<file path="src/common/ctrl_pkg.sv">
/* bus types, register map and settings addresses shared by the control core
   modules pull these in with a wildcard import in their headers */
`default_nettype none

package ctrl_pkg;

   ////////////////////////////////////////////////////////////////////////////
   // widths with a meaning
   typedef logic [10:0] wb_adr_t;    // byte address, bit 1 picks the halfword
   typedef logic [15:0] wb_dat_t;
   typedef logic [1:0]  wb_sel_t;
   typedef logic [3:0]  region_t;    // address bits 10..7
   typedef logic [6:0]  reg_ofs_t;   // offset inside a region
   typedef logic [7:0]  set_addr_t;
   typedef logic [31:0] set_data_t;

   ////////////////////////////////////////////////////////////////////////////
   // grouped signals
   typedef struct packed {
      wb_adr_t adr;
      wb_dat_t dat;
      wb_sel_t sel;
      logic    we;
      logic    cyc;
      logic    stb;
   } wb_req_t;                       // master to slave

   typedef struct packed {
      wb_dat_t dat;
      logic    ack;
   } wb_rsp_t;                       // slave to master

   typedef struct packed {
      logic      stb;
      set_addr_t addr;
      set_data_t data;
   } set_bus_t;

   typedef struct packed {
      logic [31:0] secs;
      logic [31:0] ticks;
   } vita_time_t;

   typedef struct packed {
      wb_dat_t    leds;
      logic       cgen_sync_b;
      logic       cgen_ref_sel;
      wb_dat_t    tx_frame_len;
      logic       tx_enable;
      logic       rx_enable;
      logic [7:0] rate;
   } board_ctrl_t;

   ////////////////////////////////////////////////////////////////////////////
   // address map
   localparam region_t REGION_BOARD    = 4'd0;
   localparam region_t REGION_SETTINGS = 4'd5;

   localparam reg_ofs_t REG_LEDS        = 7'd0;   // rw
   localparam reg_ofs_t REG_SWITCHES    = 7'd2;   // ro
   localparam reg_ofs_t REG_CGEN_CTRL   = 7'd4;   // rw
   localparam reg_ofs_t REG_CGEN_ST     = 7'd6;   // ro
   localparam reg_ofs_t REG_TEST        = 7'd8;   // rw
   localparam reg_ofs_t REG_RX_FRAMELEN = 7'd10;  // ro
   localparam reg_ofs_t REG_TX_FRAMELEN = 7'd12;  // rw
   localparam reg_ofs_t REG_XFER_RATE   = 7'd14;  // rw
   localparam reg_ofs_t REG_COMPAT      = 7'd16;  // ro

   localparam set_addr_t SR_CLEAR_FIFO = 8'd6;    // 1 reg
   localparam set_addr_t SR_TIME64     = 8'd28;   // 3 regs

   localparam logic [7:0] WHOAMI     = 8'd0;
   localparam logic [7:0] COMPAT_NUM = 8'd2;
   localparam wb_dat_t    BAD_READ   = 16'hBEEF;

endpackage

`default_nettype wire

</file>
<file path="src/hw/wb_decode.sv">
/* single-master wishbone decoder, steers the request by region and
   returns the addressed slave's read data and ack */
`default_nettype none

module wb_decode
   import ctrl_pkg::*;
(
   input  wire wb_req_t wb_req_i,     // from the master
   output wb_rsp_t      wb_rsp_o,

   output wb_req_t      board_req_o,  // region 0
   input  wire wb_rsp_t board_rsp_i,

   output wb_req_t      set_req_o,    // region 5
   input  wire wb_rsp_t set_rsp_i
);

   region_t region;
   logic    hit_board;
   logic    hit_set;

   assign region    = wb_req_i.adr[10:7];
   assign hit_board = (region == REGION_BOARD);
   assign hit_set   = (region == REGION_SETTINGS);

   ////////////////////////////////////////////////////////////////////////////
   // request fan-out

   // everything but stb goes to every slave unchanged
   always_comb
   begin
      board_req_o     = wb_req_i;
      board_req_o.stb = wb_req_i.stb & hit_board;
   end

   always_comb
   begin
      set_req_o     = wb_req_i;
      set_req_o.stb = wb_req_i.stb & hit_set;
   end

   ////////////////////////////////////////////////////////////////////////////
   // response mux

   always_comb
   begin
      if (hit_board)
      begin
         wb_rsp_o = board_rsp_i;
      end
      else if (hit_set)
      begin
         wb_rsp_o = set_rsp_i;
      end
      else
      begin
         // nothing lives here, the master's cycle never completes
         wb_rsp_o = '0;
      end
   end

endmodule

`default_nettype wire

</file>
<file path="src/hw/board_regs.sv">
/* board control and status registers on wishbone region 0, plus the
   settings register that issues the tx/rx fifo clear pulses */
`default_nettype none

module board_regs
   import ctrl_pkg::*;
(
   input  wire          wb_clk,
   input  wire          wb_rst,

   input  wire wb_req_t req_i,
   output wb_rsp_t      rsp_o,
   input  wire set_bus_t set_i,

   input  wire [2:0]    cgen_st_i,       // status, ld, refmon
   input  wire wb_dat_t rx_frame_len_i,

   output board_ctrl_t  ctrl_o,
   output logic         clear_tx_o,
   output logic         clear_rx_o
);

   reg_ofs_t ofs;
   logic     wr_en;

   wb_dat_t  reg_leds;
   wb_dat_t  reg_cgen_ctrl;
   wb_dat_t  reg_test;
   wb_dat_t  reg_tx_frame_len;
   wb_dat_t  reg_xfer_rate;

   assign ofs   = req_i.adr[6:0];
   assign wr_en = req_i.cyc & req_i.stb & req_i.we;

   ////////////////////////////////////////////////////////////////////////////
   // writable registers

   always_ff @(posedge wb_clk)
   begin
      if (wb_rst)
      begin
         reg_leds         <= '0;
         reg_cgen_ctrl    <= 16'd3;   // sync_b high, ref_sel high
         reg_test         <= '0;
         reg_tx_frame_len <= '0;
         reg_xfer_rate    <= '0;
      end
      else if (wr_en)
      begin
         case (ofs)
            REG_LEDS        : reg_leds         <= req_i.dat;
            REG_CGEN_CTRL   : reg_cgen_ctrl    <= req_i.dat;
            REG_TEST        : reg_test         <= req_i.dat;
            REG_TX_FRAMELEN : reg_tx_frame_len <= req_i.dat;
            REG_XFER_RATE   : reg_xfer_rate    <= req_i.dat;
            default         : ;               // read-only or unmapped
         endcase
      end
   end

   assign ctrl_o.leds         = reg_leds;
   assign ctrl_o.cgen_sync_b  = reg_cgen_ctrl[1];
   assign ctrl_o.cgen_ref_sel = reg_cgen_ctrl[0];
   assign ctrl_o.tx_frame_len = reg_tx_frame_len;
   assign ctrl_o.tx_enable    = reg_xfer_rate[15];
   assign ctrl_o.rx_enable    = reg_xfer_rate[14];
   assign ctrl_o.rate         = reg_xfer_rate[7:0];

   ////////////////////////////////////////////////////////////////////////////
   // read side

   always_comb
   begin
      case (ofs)
         REG_LEDS        : rsp_o.dat = reg_leds;
         REG_SWITCHES    : rsp_o.dat = '0;     // no switches on this board
         REG_CGEN_CTRL   : rsp_o.dat = reg_cgen_ctrl;
         REG_CGEN_ST     : rsp_o.dat = {13'd0, cgen_st_i};
         REG_TEST        : rsp_o.dat = reg_test;
         REG_RX_FRAMELEN : rsp_o.dat = rx_frame_len_i;
         REG_TX_FRAMELEN : rsp_o.dat = reg_tx_frame_len;
         REG_XFER_RATE   : rsp_o.dat = reg_xfer_rate;
         REG_COMPAT      : rsp_o.dat = {WHOAMI, COMPAT_NUM};
         default         : rsp_o.dat = BAD_READ;
      endcase
   end

   assign rsp_o.ack = req_i.cyc & req_i.stb;   // zero wait state

   ////////////////////////////////////////////////////////////////////////////
   // fifo clear pulses, bit 1 tx, bit 0 rx

   always_ff @(posedge wb_clk)
   begin
      if (wb_rst)
      begin
         clear_tx_o <= 1'b0;
         clear_rx_o <= 1'b0;
      end
      else
      begin
         clear_tx_o <= set_i.stb && (set_i.addr == SR_CLEAR_FIFO) && set_i.data[1];
         clear_rx_o <= set_i.stb && (set_i.addr == SR_CLEAR_FIFO) && set_i.data[0];
      end
   end

endmodule

`default_nettype wire

</file>
<file path="src/settings/settings_bus16.sv">
/* wishbone slave that builds 32-bit settings writes from two halfword writes
   low half first, the high-half write fires the settings strobe */
`default_nettype none

module settings_bus16
   import ctrl_pkg::*;
(
   input  wire          wb_clk,
   input  wire          wb_rst,

   input  wire wb_req_t req_i,
   output wb_rsp_t      rsp_o,

   output set_bus_t     set_o
);

   logic    wr_en;
   logic    wr_hi;        // second halfword of a setting
   wb_dat_t low_half;

   assign wr_en = req_i.cyc & req_i.stb & req_i.we;
   assign wr_hi = wr_en & req_i.adr[1];

   ////////////////////////////////////////////////////////////////////////////
   // halfword assembly

   always_ff @(posedge wb_clk)
   begin
      if (wr_en && !req_i.adr[1])
      begin
         low_half <= req_i.dat;
      end
   end

   // settings register number sits on word address bits 6..2
   always_ff @(posedge wb_clk)
   begin
      if (wr_hi)
      begin
         set_o.addr <= set_addr_t'(req_i.adr[6:2]);
         set_o.data <= {req_i.dat, low_half};
      end
   end

   // strobe follows the ack of the high write by one cycle
   always_ff @(posedge wb_clk)
   begin
      if (wb_rst)
      begin
         set_o.stb <= 1'b0;
      end
      else
      begin
         set_o.stb <= wr_hi;
      end
   end

   ////////////////////////////////////////////////////////////////////////////
   // bus response

   assign rsp_o.dat = '0;                      // write-only space
   assign rsp_o.ack = req_i.cyc & req_i.stb;

endmodule

`default_nettype wire

</file>
<file path="src/settings/vita_time64.sv">
/* 64-bit vita time, seconds plus ticks, loaded from the settings bus either
   at once or on the next pps edge; BASE picks its three settings addresses */
`default_nettype none

module vita_time64
   import ctrl_pkg::*;
#(
   parameter set_addr_t   BASE          = SR_TIME64,
   parameter int unsigned TICKS_PER_SEC = 64_000_000
)
(
   input  wire           wb_clk,
   input  wire           wb_rst,

   input  wire set_bus_t set_i,

   input  wire           pps_i,        // async board pps
   output logic          pps_int_o,
   output vita_time_t    vita_time_o
);

   localparam set_addr_t   ADDR_SECS  = BASE;
   localparam set_addr_t   ADDR_TICKS = BASE + 8'd1;
   localparam set_addr_t   ADDR_CTRL  = BASE + 8'd2;
   localparam logic [31:0] TICK_MAX   = 32'(TICKS_PER_SEC - 1);

   vita_time_t pending;
   logic       ctrl_wr;
   logic       load_now;
   logic       arm_pps;
   logic       armed;
   logic       pps_meta;
   logic       pps_sync;
   logic       pps_dly;

   assign ctrl_wr  = set_i.stb && (set_i.addr == ADDR_CTRL);
   assign load_now = ctrl_wr & set_i.data[0];
   assign arm_pps  = ctrl_wr & ~set_i.data[0];

   ////////////////////////////////////////////////////////////////////////////
   // pending value from settings

   always_ff @(posedge wb_clk)
   begin
      if (set_i.stb && (set_i.addr == ADDR_SECS))
         pending.secs <= set_i.data;
      if (set_i.stb && (set_i.addr == ADDR_TICKS))
         pending.ticks <= set_i.data;
   end

   ////////////////////////////////////////////////////////////////////////////
   // pps sync and rising edge

   always_ff @(posedge wb_clk)
   begin
      if (wb_rst)
      begin
         pps_meta  <= 1'b0;
         pps_sync  <= 1'b0;
         pps_dly   <= 1'b0;
         pps_int_o <= 1'b0;
      end
      else
      begin
         pps_meta  <= pps_i;
         pps_sync  <= pps_meta;
         pps_dly   <= pps_sync;
         pps_int_o <= pps_sync & ~pps_dly;
      end
   end

   // armed until the next pps, an immediate load cancels it
   always_ff @(posedge wb_clk)
   begin
      if (wb_rst)
         armed <= 1'b0;
      else if (load_now)
         armed <= 1'b0;
      else if (arm_pps)
         armed <= 1'b1;
      else if (pps_int_o)
         armed <= 1'b0;
   end

   ////////////////////////////////////////////////////////////////////////////
   // counter, loads win over counting

   always_ff @(posedge wb_clk)
   begin
      if (wb_rst)
      begin
         vita_time_o <= '0;
      end
      else if (load_now || (pps_int_o && armed))
      begin
         vita_time_o <= pending;
      end
      else if (vita_time_o.ticks == TICK_MAX)
      begin
         vita_time_o.ticks <= '0;
         vita_time_o.secs  <= vita_time_o.secs + 32'd1;
      end
      else
      begin
         vita_time_o.ticks <= vita_time_o.ticks + 32'd1;
      end
   end

endmodule

`default_nettype wire

</file>
<file path="src/hw/sdr_ctrl_core.sv">
/* control plane top, a 16-bit wishbone slave holding the board registers,
   the settings bus bridge and the vita time counter */
`default_nettype none

module sdr_ctrl_core
   import ctrl_pkg::*;
#(
   parameter int unsigned TICKS_PER_SEC = 64_000_000
)
(
   input  wire           wb_clk,
   input  wire           wb_rst,

   input  wire wb_req_t  wb_req_i,
   output wb_rsp_t       wb_rsp_o,

   input  wire [2:0]     cgen_st_i,
   input  wire wb_dat_t  rx_frame_len_i,
   output board_ctrl_t   ctrl_o,

   output logic          clear_tx_o,
   output logic          clear_rx_o,

   input  wire           pps_i,
   output logic          pps_int_o,
   output vita_time_t    vita_time_o
);

   wb_req_t  board_req;
   wb_rsp_t  board_rsp;
   wb_req_t  set_req;
   wb_rsp_t  set_rsp;
   set_bus_t set_bus;

   ////////////////////////////////////////////////////////////////////////////
   // intercon

   wb_decode u_decode (
      .wb_req_i   (wb_req_i),    .wb_rsp_o    (wb_rsp_o),
      .board_req_o(board_req),   .board_rsp_i (board_rsp),
      .set_req_o  (set_req),     .set_rsp_i   (set_rsp)
   );

   ////////////////////////////////////////////////////////////////////////////
   // slaves

   board_regs u_board (
      .wb_clk(wb_clk), .wb_rst(wb_rst),
      .req_i(board_req), .rsp_o(board_rsp), .set_i(set_bus),
      .cgen_st_i(cgen_st_i), .rx_frame_len_i(rx_frame_len_i),
      .ctrl_o(ctrl_o), .clear_tx_o(clear_tx_o), .clear_rx_o(clear_rx_o)
   );

   settings_bus16 u_settings (
      .wb_clk(wb_clk), .wb_rst(wb_rst),
      .req_i(set_req), .rsp_o(set_rsp), .set_o(set_bus)
   );

   vita_time64 #(.BASE(SR_TIME64), .TICKS_PER_SEC(TICKS_PER_SEC)) u_time (
      .wb_clk(wb_clk), .wb_rst(wb_rst), .set_i(set_bus),
      .pps_i(pps_i), .pps_int_o(pps_int_o), .vita_time_o(vita_time_o)
   );

endmodule

`default_nettype wire

</file>
<file path="config.mk">
export PLATFORM = sky130hd
export DESIGN_NAME = sdr_ctrl_core
export DESIGN_NICKNAME = d
export VERILOG_FILES = /design/src/common/ctrl_pkg.sv /design/src/hw/wb_decode.sv /design/src/hw/board_regs.sv /design/src/settings/settings_bus16.sv /design/src/settings/vita_time64.sv /design/src/hw/sdr_ctrl_core.sv
export SDC_FILE = /design/constraint.sdc
export NUM_CORES = 1
export LEC_CHECK = 0
export ABC_AREA = 1
export BUFFER_PORTS_ARGS = -buffer_cell sky130_fd_sc_hd__buf_2
export CAP_MARGIN = 20
export CELL_PAD_IN_SITES_DETAIL_PLACEMENT = 0
export CELL_PAD_IN_SITES_GLOBAL_PLACEMENT = 1
export CORE_ASPECT_RATIO = 0.6
export CORE_MARGIN = 4
export CORE_UTILIZATION = 32
export DETAILED_ROUTE_END_ITERATION = 12
export GPL_TIMING_DRIVEN = 0
export PLACE_DENSITY = 0.67
export REMOVE_ABC_BUFFERS = 1
export SYNTH_ARGS = -nofsm -noshare
export SYNTH_HDL_FRONTEND = slang
export SYNTH_SLANG_ARGS = --single-unit
export TNS_END_PERCENT = 50
</file>
<file path="constraint.sdc">
create_clock -name wb_clk -period 4.5 [get_ports wb_clk]
set_clock_uncertainty 0.15 [all_clocks]
set_input_delay 0.225 -clock wb_clk [delete_from_list [all_inputs] [get_ports wb_clk]]
set_output_delay 0.225 -clock wb_clk [all_outputs]
set_load 0.1 [all_outputs]
</file>
; ---- Yosys cells after proc, flatten, opt, wreduce, memory -nomap -nowiden
; Index checks and enable logic that the tools add are counted.
[op_classes]
bitwise_logic = 12
mul = 0
reduce_logical = 20
addsub = 2
shift = 0
order_cmp = 0
div_mod_pow = 0
mux = 8
eq_ne = 14
[op_table]
columns = cell, count
row1 = $pmux 16 s9, 1
row2 = $add 32x1->32 const B, 2
row3 = $mux 32, 2
row4 = $mux 64, 1
row5 = $eq 32x26->1 const B, 1
row6 = $eq 7x4->1 const B, 4
row7 = $mux 17, 1
row8 = $eq 5x5->1 const B, 3
row9 = $eq 7x3->1 const B, 2
row10 = $and 1x1->1, 10
row11 = $reduce_and 2->1, 5
row12 = $logic_and 1x1->1, 8
row13 = $eq 7x2->1 const B, 1
row14 = $eq 7x5->1 const B, 1
row15 = $logic_not 7->1, 1
row16 = $eq 5x3->1 const B, 1
row17 = $eq 4x3->1 const B, 1
row18 = $logic_not 4->1, 1
row19 = $reduce_bool 2->1, 2
row20 = $mux 1, 3
row21 = $not 1->1, 2
row22 = $reduce_or 2->1, 1
row23 = $logic_not 1->1, 1
row24 = $logic_or 1x1->1, 1
[totals]
register_bits = 269
elab_cells = 76
inputBits = 54
ram_bits = 0
mem_count = 0
romBits = 0
out_inout_bits = 128
latch_bits = 0

; ---- Depth between registers and ports, before layout
; Gate-level depths: netlist of the first run.
[logic_depth]
word_depth = 5
ltp_mapped = 11
depth_no_buf = 11

; ---- Cells and area by module
; A second synthesis of the first run with hierarchy kept.
[hier_totals]
hier_cells = 1711
hier_area_um2 = 13596.8
[modules_own_cells]
columns = module, area_each_um2, n_inst, cells_per_inst, seq_area_each_um2
row1 = vita_time64, 6734.0, 1, 870, 3303.2
row2 = board_regs, 4261.6, 1, 633, 1641.6
row3 = settings_bus16, 1791.7, 1, 81, 1611.5
row4 = wb_decode, 809.5, 1, 127, 0.0

; ---- Least setup slack after synthesis of the first run
; OpenSTA, ideal clock, no wires.
[synth_timing]
kind = register to register
from = reg u_settings.set_o[34] in the netlist's numbering
to = reg u_time.pending[32] in the netlist's numbering, enable pin
t_required_ns = 3.889
setup_time_ns = 0.461
synth_period_minus_slack_ns = 3.408
n_path_buf = 0
t_arrival_ns = 2.796
path_slack_ns = 1.092
path_stages_with_launch = 5
cell_sequence = edfxtp_1 nand2_1 nor2_1 inv_1 nor3_1
[synth_via]
elab_chain_len = 2
[synth_lines]
columns = element, line
row1 = from (decl), settings_bus16.sv:14  ; output set_bus_t set_o
row2 = $eq 5x5->1, vita_time64.sv:45  ; if (set_i.stb && (set_i.addr == ADDR_SECS))
row3 = $logic_and 1x1->1, vita_time64.sv:45
row4 = to (decl), vita_time64.sv:27  ; vita_time_t pending;
; No other way between the ends.
; A chain may end at the register's enable or synchronous reset.

==> summary.md, run 1 <==
| Metric | Value |
|---|---|
| DRT antenna net count | 0 |
| Share of the yosys chip area belonging to registers | 52.2% |
| Clock Sinks | 269 |
| Power per cell area | 344 nW/um^2 |
| Hold Crit Class | in2reg |
| Fraction of the cycle the final worst path needs | 85.7% |
| Largest net degree at the start of global routing | 83 |
| Overall die area | 42600 um^2 |
| Summed instance area of the synthesized netlist | 12600 um^2 |
| Setup repair after global routing missed its margin | no |
| Number of antenna violations at the first check in global routing | 2 |
| Routing usage on met2 | 27.1% |
| Met1 track demand over resource in global routing | 30.1% |
| Design Power | 5.20 mW |
| Shortest period the worst path allows | 3.86 ns |
| Drt wl/cell | 17.5 um |
| H-Tree Level Count | 1 |
| Starting density of the core | 32.9% |
| Worst Tran Pin Value | 1.09 ns |
| Post-synth top area cell | sky130_fd_sc_hd__edfxtp_1 |
| Maximum resistive drop on vdd | 0.243 mV |
| Dominant cell by count in the synthesized netlist | sky130_fd_sc_hd__nand2_1 |
| Total DRC errors in the routed layout | 0 |
| Initial DRC count | 996 |
| Leakage dissipation | 6.25 nW |
| Width of the chip | 264 um |
| Placement-stage worst setup slack | 0.855 ns |
| Quantity of I/O buffers inserted on ports | 179 |
| Worst Hold Path Cells | 4 |
| Clock latency on the worst-skew pair | 0.57 ns |
| Most used routing layer | met1 |
| First-pass GRT wire length | 63100 um |
| Synthesis warning total | 0 |
| Arrival time reported for the critical path endpoint | 3.48 ns |
| Gr usage total | 18.9% |
| Vias in the first global route | 10400 |
| Post-synthesis cell count | 1660 |
| Total vias in the final route | 11200 |
| Worst hold slack | 0.0618 ns |
| Cell area after placement | 13900 um^2 |
| Multi-input logic area | 5170 um^2 |
| Die Y-Extent | 162 um |
| Ratio of cells with drive above 1 in the final layout | 14.0% |
| Final Hold Vio Count | 0 |
| Maximum frequency from static timing analysis | 259 MHz |
| Number of enable flip-flop cells after synthesis | 117 |
| Count of fill cells added during filler insertion | 4025 |
| Slew headroom | 27.2% |
| Final RePlAce weighted congestion | 0.842 |
| Number of max-capacitance violations reported | 0 |
| Core area | 38200 um^2 |
| Maximum fanout along the worst path | 24 |
| Placed wire-length estimate | 29800 um |
| Met3 track demand over resource | 3.03% |
| Count of different cell masters after synthesis | 36 |
| Area of all placed cells without fillers | 15100 um^2 |
| CTS Root Cell | sky130_fd_sc_hd__clkbuf_16 |
| Critical path data required time | 4.12 ns |
| Endpoint kind of the worst setup timing path | output port |
| Clock transition at the registers of the reported paths | 0.07 ns |
| Mapped Avg Cell Area | 7.57 um^2 |
| Crit start category | input port |
| Wirelength, routed | 41400 um |
| Postcts setup bufs | 0 |
| Run status | complete, no violations |
| Combined flip-flop and latch cell area | 6560 um^2 |
| Number of optimization iterations in the first detailed-route pass | 5 |
| Floorplan row count | 55 |
| Async SR Flop Fraction | 0% |
| Cell count of the worst reg-to-reg path | 10 |
| Fin. max-slew vios | 0 |
| Fin worst setup slack | 0.644 ns |
| CTS tree | yes |
| GRT Residual Overflow | 0 |
| Number of nets in the final layout | 1888 |
| Kind of critical path | in2out |
| Leading register cell type out of synthesis | sky130_fd_sc_hd__dfxtp_1 |
| TNS Setup | 0 ns |
| Fraction of post-synthesis cell area in the top cell type by area | 27.9% |
| Relative area change from synthesis to final layout | 20.2% |
| Number of register bits inferred by synthesis | 269 |
| Commonest cells in the netlist | 497 x sky130_fd_sc_hd__nand2_1, 396 x sky130_fd_sc_hd__nor2_1, 152 x sky130_fd_sc_hd__dfxtp_1, 134 x sky130_fd_sc_hd__nand3_1, 117 x sky130_fd_sc_hd__edfxtp_1 |
| Number of setup violations in the final report | 0 |
| Most area-consuming cells after synthesis | sky130_fd_sc_hd__edfxtp_1 28%, sky130_fd_sc_hd__dfxtp_1 24%, sky130_fd_sc_hd__nand2_1 15% |
| Vias per Instance | 4.72 |
| Clock tree buffer depth | 3 |
| Total clock buffers created by CTS | 27 |
| Top-level port count | 182 |
[report_power, final]
group | internal (mW) | switching [mW] | leakage (nW)
logic | 0.0551 | 0.143 | 3.51
registers | 2.54 | 0.00436 | 2.28
clock network | 1.46 | 1.01 | 0.459
total | 4.05 | 1.15 | 6.25
[critical path, cell delays in order]
cell,delay (ns)
sky130_fd_sc_hd__dlygate4sd3_1,0.54
sky130_fd_sc_hd__buf_2,0.14
sky130_fd_sc_hd__nor2_1,0.17
sky130_fd_sc_hd__nand2_1,0.15
sky130_fd_sc_hd__clkinvlp_4,0.44
sky130_fd_sc_hd__nand2_1,0.23
sky130_fd_sc_hd__inv_1,0.67
sky130_fd_sc_hd__nand2_1,0.11
sky130_fd_sc_hd__nand3_1,0.12
sky130_fd_sc_hd__nor2_1,0.05
sky130_fd_sc_hd__a21oi_1,0.17
sky130_fd_sc_hd__buf_2,0.47
[sequential cells by signal, indices dropped and copies added, names as in the netlist]
register / count
u_board.clear_rx_o: 1
u_board.clear_tx_o: 1
u_board.reg_cgen_ctrl: 16
u_board.reg_leds: 16
u_board.reg_test: 16
u_board.reg_tx_frame_len: 16
u_board.reg_xfer_rate: 16
u_settings.low_half: 16
u_settings.set_o: 38
u_time.armed: 1
u_time.pending: 64
u_time.pps_dly: 1
u_time.pps_int_o: 1
u_time.pps_meta: 1
u_time.pps_sync: 1
u_time.vita_time_o: 64
[layout by cell type (no fill, tap or decap), types with 2 or more instances in the layout]
master                          count
sky130_fd_sc_hd__ha_1               2
sky130_fd_sc_hd__nor2_4             7
sky130_fd_sc_hd__clkinvlp_4         3
sky130_fd_sc_hd__clkinv_2           5
sky130_fd_sc_hd__clkinv_1           2
sky130_fd_sc_hd__o21bai_1           7
sky130_fd_sc_hd__edfxtp_1         117
sky130_fd_sc_hd__o211ai_1           2
sky130_fd_sc_hd__xnor2_1            7
sky130_fd_sc_hd__buf_12             4
sky130_fd_sc_hd__dfxtp_1          152
sky130_fd_sc_hd__buf_2            179
sky130_fd_sc_hd__dlygate4sd3_1     24
sky130_fd_sc_hd__and2_1             2
sky130_fd_sc_hd__a21oi_1           60
sky130_fd_sc_hd__a21o_1             9
sky130_fd_sc_hd__nand3b_1           2
sky130_fd_sc_hd__nand2_1          497
sky130_fd_sc_hd__nand3_1          134
sky130_fd_sc_hd__nor3_1             7
sky130_fd_sc_hd__bufinv_16          6
sky130_fd_sc_hd__clkbuf_16         27
sky130_fd_sc_hd__nor2_2             5
sky130_fd_sc_hd__nor2_1           390
sky130_fd_sc_hd__buf_16             2
sky130_fd_sc_hd__clkbuf_1           7
sky130_fd_sc_hd__inv_1            108
sky130_fd_sc_hd__inv_2              5
sky130_fd_sc_hd__xor2_1             8
sky130_fd_sc_hd__buf_8              5
sky130_fd_sc_hd__nand4_1            8
sky130_fd_sc_hd__nand2_2            3
sky130_fd_sc_hd__o21ai_0           45
[path summary, 6_finish.rpt]
kind                         from                        to  slack [ns]
max                  wb_req_i[25]               wb_rsp_o[7]        0.64
min                  wb_req_i[30]  u_board.reg_cgen_ctrl[1]        0.06
max reg2reg  u_settings.set_o[33]    u_time.vita_time_o[57]        1.60
min reg2reg        u_time.pps_dly          u_time.pps_int_o        0.24
[kinds of logic (layout without fill, tap and decap cells)]
| family | count (synthesis) | count (layout) | synth area share [%] |
|---|---|---|---|
| compound gates | 125 | 125 | 5.37 |
| xor+xnor | 15 | 15 | 1.05 |
| fa+ha+maj | 2 | 2 | 0.199 |
| buf+inv | 187 | 380 | 7.02 |
| flops | 269 | 269 | 52.2 |
| other cells | 0 | 1 | 0 |
| simple gates | 1062 | 1062 | 34.2 |
[what timing repair did]
item,4_1_cts,5_1_grt
hold endpoints to repair,127,0
gates resized for setup,0,1
hold buffers,24,0
setup endpoints to repair,0,1
[final cells by class]
class,count,area share [%]
antenna,1,0.0166
clock buffer,34,4.64
clock inverter,16,1.64
inverter,115,2.90
multi-input combinational,1204,34.2
sequential,269,43.4
tap,513,4.25
timing repair buffer,215,8.98
[routing by layer]
metal / vias to the layer above / wire length (um) / share of wire (%)
li1: 5628 / - / -
met4: 0 / 502 / 1.2
met5: - / 0 / 0
met1: 5215 / 21600 / 52
met3: 38 / 2300 / 5.6
met2: 280 / 16900 / 41
[through the flow]
stage,utilization (%),std cells
detailed placement,36.4,2292
CTS,39.6,2366
global route,39.6,2367
finish,39.6,2367
global placement,35.8,2280
floorplan,-,1588
No activity file was read; power rests on OpenSTA's default activity.
==> run 2, diff against run 1 <==
Settings changed: CORE_UTILIZATION 32 to 42, PLACE_DENSITY 0.67 to 0.83.
Clock period 4.5 ns to 4.4 ns, I/O delays scaled along.
==> run 2 against run 1 <==
Effect of this change:
- flip-flop and latch count unchanged
- sequential power up 2%
- register-to-register slack better by 0.09 ns
- die area down 23%
- via count up 1.9%
- global-route usage up 4.8 points
- utilization up 12 points
- wire length down 3.6%
- sequential share of layout area up 0.58 points
- largest power group unchanged
- largest cell class unchanged
- highest routed layer unchanged
==> summary.md, run 2 (same netlist as run 1, synthesis figures left out) <==
| Metric | Value |
|---|---|
| Core area | 29100 um^2 (-24%) |
| Worst Tran Pin Value | 1.09 ns (-0.000752 ns) |
| Maximum frequency from static timing analysis | 254 MHz |
| DRT antenna net count | 0 (unchanged) |
| Last element of the critical path | wb_rsp_o[11] |
| Vias in the first global route | 10300 (-0.76%) |
| Gr usage total | 23.7% (+4.8 points) |
| Overall die area | 32900 um^2 (-23%) |
| Met3 track demand over resource | 5.30% (+2.3 points) |
| Largest delay contributor family on the critical path | buffers and inverters |
| Placed wire-length estimate | 28800 um (-3.5%) |
| Routing usage on met2 | 33.6% (+6.5 points) |
| Critical path launch point | wb_req_i[27] |
| Final RePlAce weighted congestion | 0.897 (+6.5%) |
| Crit start category | input port |
| Clock Sinks | 269 (unchanged) |
| Clock latency on the worst-skew pair | 0.54 ns (-0.03 ns) |
| Kind of critical path | in2out |
| Final standard cell count with taps included and fillers excluded | 2251 (-4.9%) |
| Endpoint kind of the worst setup timing path | output port |
| Placed instance count | 2179 (-4.9%) |
| Ratio of cells with drive above 1 in the final layout | 13.8% (-0.19 points) |
| Starting density of the core | 43.2% (+10 points) |
| Number of max-capacitance violations reported | 0 (unchanged) |
| GRT Residual Overflow | 0 (unchanged) |
| Run status | complete, no violations |
| H-Tree Level Count | 1 (unchanged) |
| Crit path buf inv count | 5 (unchanged) |
| Fin. max-slew vios | 0 (unchanged) |
| Combined flip-flop and latch cell area | 6560 um^2 (unchanged) |
| Worst path depth | 12 (unchanged) |
| Leakage dissipation | 6.23 nW (-0.22%) |
| Critical path data required time | 4.03 ns (-0.09 ns) |
| Placement-stage worst setup slack | 0.681 ns (-0.174 ns) |
| Cell type of the slowest stage on the worst timing path | sky130_fd_sc_hd__inv_1 |
| Drt wl/cell | 17.7 um (+1.3%) |
| Floorplan row count | 48 (-13%) |
| Most used cell, CP | sky130_fd_sc_hd__nand2_1 |
| Number of antenna violations at the first check in global routing | 4 (+2) |
| Final Hold Vio Count | 0 (unchanged) |
| TNS Setup | 0 ns (unchanged) |
| Multi-input logic area | 5160 um^2 (about the same) |
| Number of setup violations in the final report | 0 (unchanged) |
| Total vias in the final route | 11400 (+1.9%) |
| Fraction of the cycle the final worst path needs | 89.4% |
| Leading cell type in the layout, fill and taps excluded | sky130_fd_sc_hd__nand2_1 |
| Top-level port count | 182 (unchanged) |
| Number of optimization iterations in the first detailed-route pass | 5 (unchanged) |
| Met1 track demand over resource in global routing | 37.0% (+6.8 points) |
| First-pass GRT wire length | 60800 um (-3.6%) |
| Relative area change from synthesis to final layout | 18.6% |
| CTS Root Cell | sky130_fd_sc_hd__clkbuf_16 |
| Register-to-register path setup slack | 1.69 ns (+0.09 ns) |
| Largest regs | u_time.pending x64, u_time.vita_time_o x64, u_settings.set_o x38 |
| Number of nets in the final layout | 1886 (-0.11%) |
| Power per cell area | 352 nW/um^2 (+2.3%) |
| CP cell instances | dlygate4sd3_1 -> buf_2 -> nor2_1 -> nand2_1 -> clkinvlp_4 -> nand2_1 -> inv_1 -> nand2_1 -> nand3_1 -> nor2_1 -> a21oi_1 -> buf_2 |
| Shortest period the worst path allows | 3.93 ns |
| Arrival time reported for the critical path endpoint | 3.56 ns (+0.08 ns) |
| Maximum resistive drop on vdd | 0.209 mV (-14%) |
| Die Y-Extent | 142 um (-12%) |
| CTS tree | yes |
| Clock transition at the registers of the reported paths | 0.07 ns (about the same) |
| Initial DRC count | 892 (-10%) |
| Most used routing layer | met1 |
| R2r startpoint | u_settings.set_o[32] |
| Worst r2r dst | u_time.vita_time_o[49] |
| Total DRC errors in the routed layout | 0 (unchanged) |
| Cell count of the worst reg-to-reg path | 10 (unchanged) |
| Largest net degree at the start of global routing | 93 (+12%) |
| Fin worst setup slack | 0.466 ns (-0.178 ns) |
| Design Power | 5.25 mW (+0.95%) |
| Hold Crit Class | in2reg |
| Count of fill cells added during filler insertion | 2812 (-30%) |
| Total clock buffers created by CTS | 25 (-7.4%) |
| Width of the chip | 231 um (-12%) |
| Quantity of I/O buffers inserted on ports | 179 (unchanged) |
| Setup repair after global routing missed its margin | no |
| Slew headroom | 27.3% (+0.050 points) |
| Vias per Instance | 5.05 (+7.2%) |
| Commonest cells after routing, fill and taps aside | 497 x sky130_fd_sc_hd__nand2_1, 392 x sky130_fd_sc_hd__nor2_1, 179 x sky130_fd_sc_hd__buf_2, 152 x sky130_fd_sc_hd__dfxtp_1, 134 x sky130_fd_sc_hd__nand3_1 |
| Clock tree buffer depth | 3 (unchanged) |
| CP max stage delay | 0.63 ns (-0.04 ns) |
| Wirelength, routed | 39900 um (-3.6%) |
| Maximum fanout along the worst path | 24 (unchanged) |
[run 2: worst min-delay path by stage]
stage / endpoint / cells after the start / slack, ns / start
2_1_floorplan: u_time.vita_time_o[0] / 1 / 0.14 / wb_rst
3_3_place_gp: u_time.pps_int_o / 1 / 0.23 / u_time.pps_dly
3_5_place_dp: u_time.pps_int_o / 1 / 0.24 / u_time.pps_dly
4_1_cts: u_board.reg_cgen_ctrl[1] / 4 / 0.07 / wb_req_i[30]
5_1_grt: u_board.reg_cgen_ctrl[1] / 4 / 0.1 / wb_req_i[31]
6_report: u_board.reg_cgen_ctrl[1] / 4 / 0.08 / wb_req_i[29]
[run 2: tightest hold or removal path, cell delays in order]
cell                       delay, ns
sky130_fd_sc_hd__buf_2          0.11
sky130_fd_sc_hd__nor4_4         0.07
sky130_fd_sc_hd__nand4_4        0.20
sky130_fd_sc_hd__o211ai_1       0.11
[run 2: routing by layer]
metal / vias to the layer above / part of all wire, %
li1: 5612 / -
met1: 5344 / 49
met2: 371 / 41
met3: 48 / 7.7
met4: 0 / 1.8
met5: - / 0
[run 2: per-stage QoR]
stage	utilization (%)	cell area (um^2)	hold WS, ns
final	51.2	14900	0.0833
after global routing	51.2	14900	0.0971
after CTS	51.2	14900	0.0674
after detailed placement	47.2	13800	0.238
after global placement	46.4	13500	0.228
after floorplan	-	12100	0.139
[run 2: where the power goes]
| group | switching, mW | total, mW | internal (mW) |
|---|---|---|---|
| clock | 0.974 | 2.45 | 1.48 |
| combinational | 0.144 | 0.200 | 0.0561 |
| sequential | 0.00437 | 2.60 | 2.59 |
[run 2: area by class of cell]
type / count / area share [%]
timing repair buffer: 215 / 9.00
clock inverter: 13 / 1.64
antenna: 2 / 0.0336
sequential: 269 / 44.0
multi-input combinational: 1204 / 34.6
inverter: 115 / 2.94
tap: 400 / 3.36
clock buffer: 33 / 4.46
[run 2: timing repair]
action,CTS,global route
hold endpoints to repair,118,0
hold buffers,24,0
endpoints found under the setup margin,0,1
buffers inserted,0,0
gates resized for setup,0,1
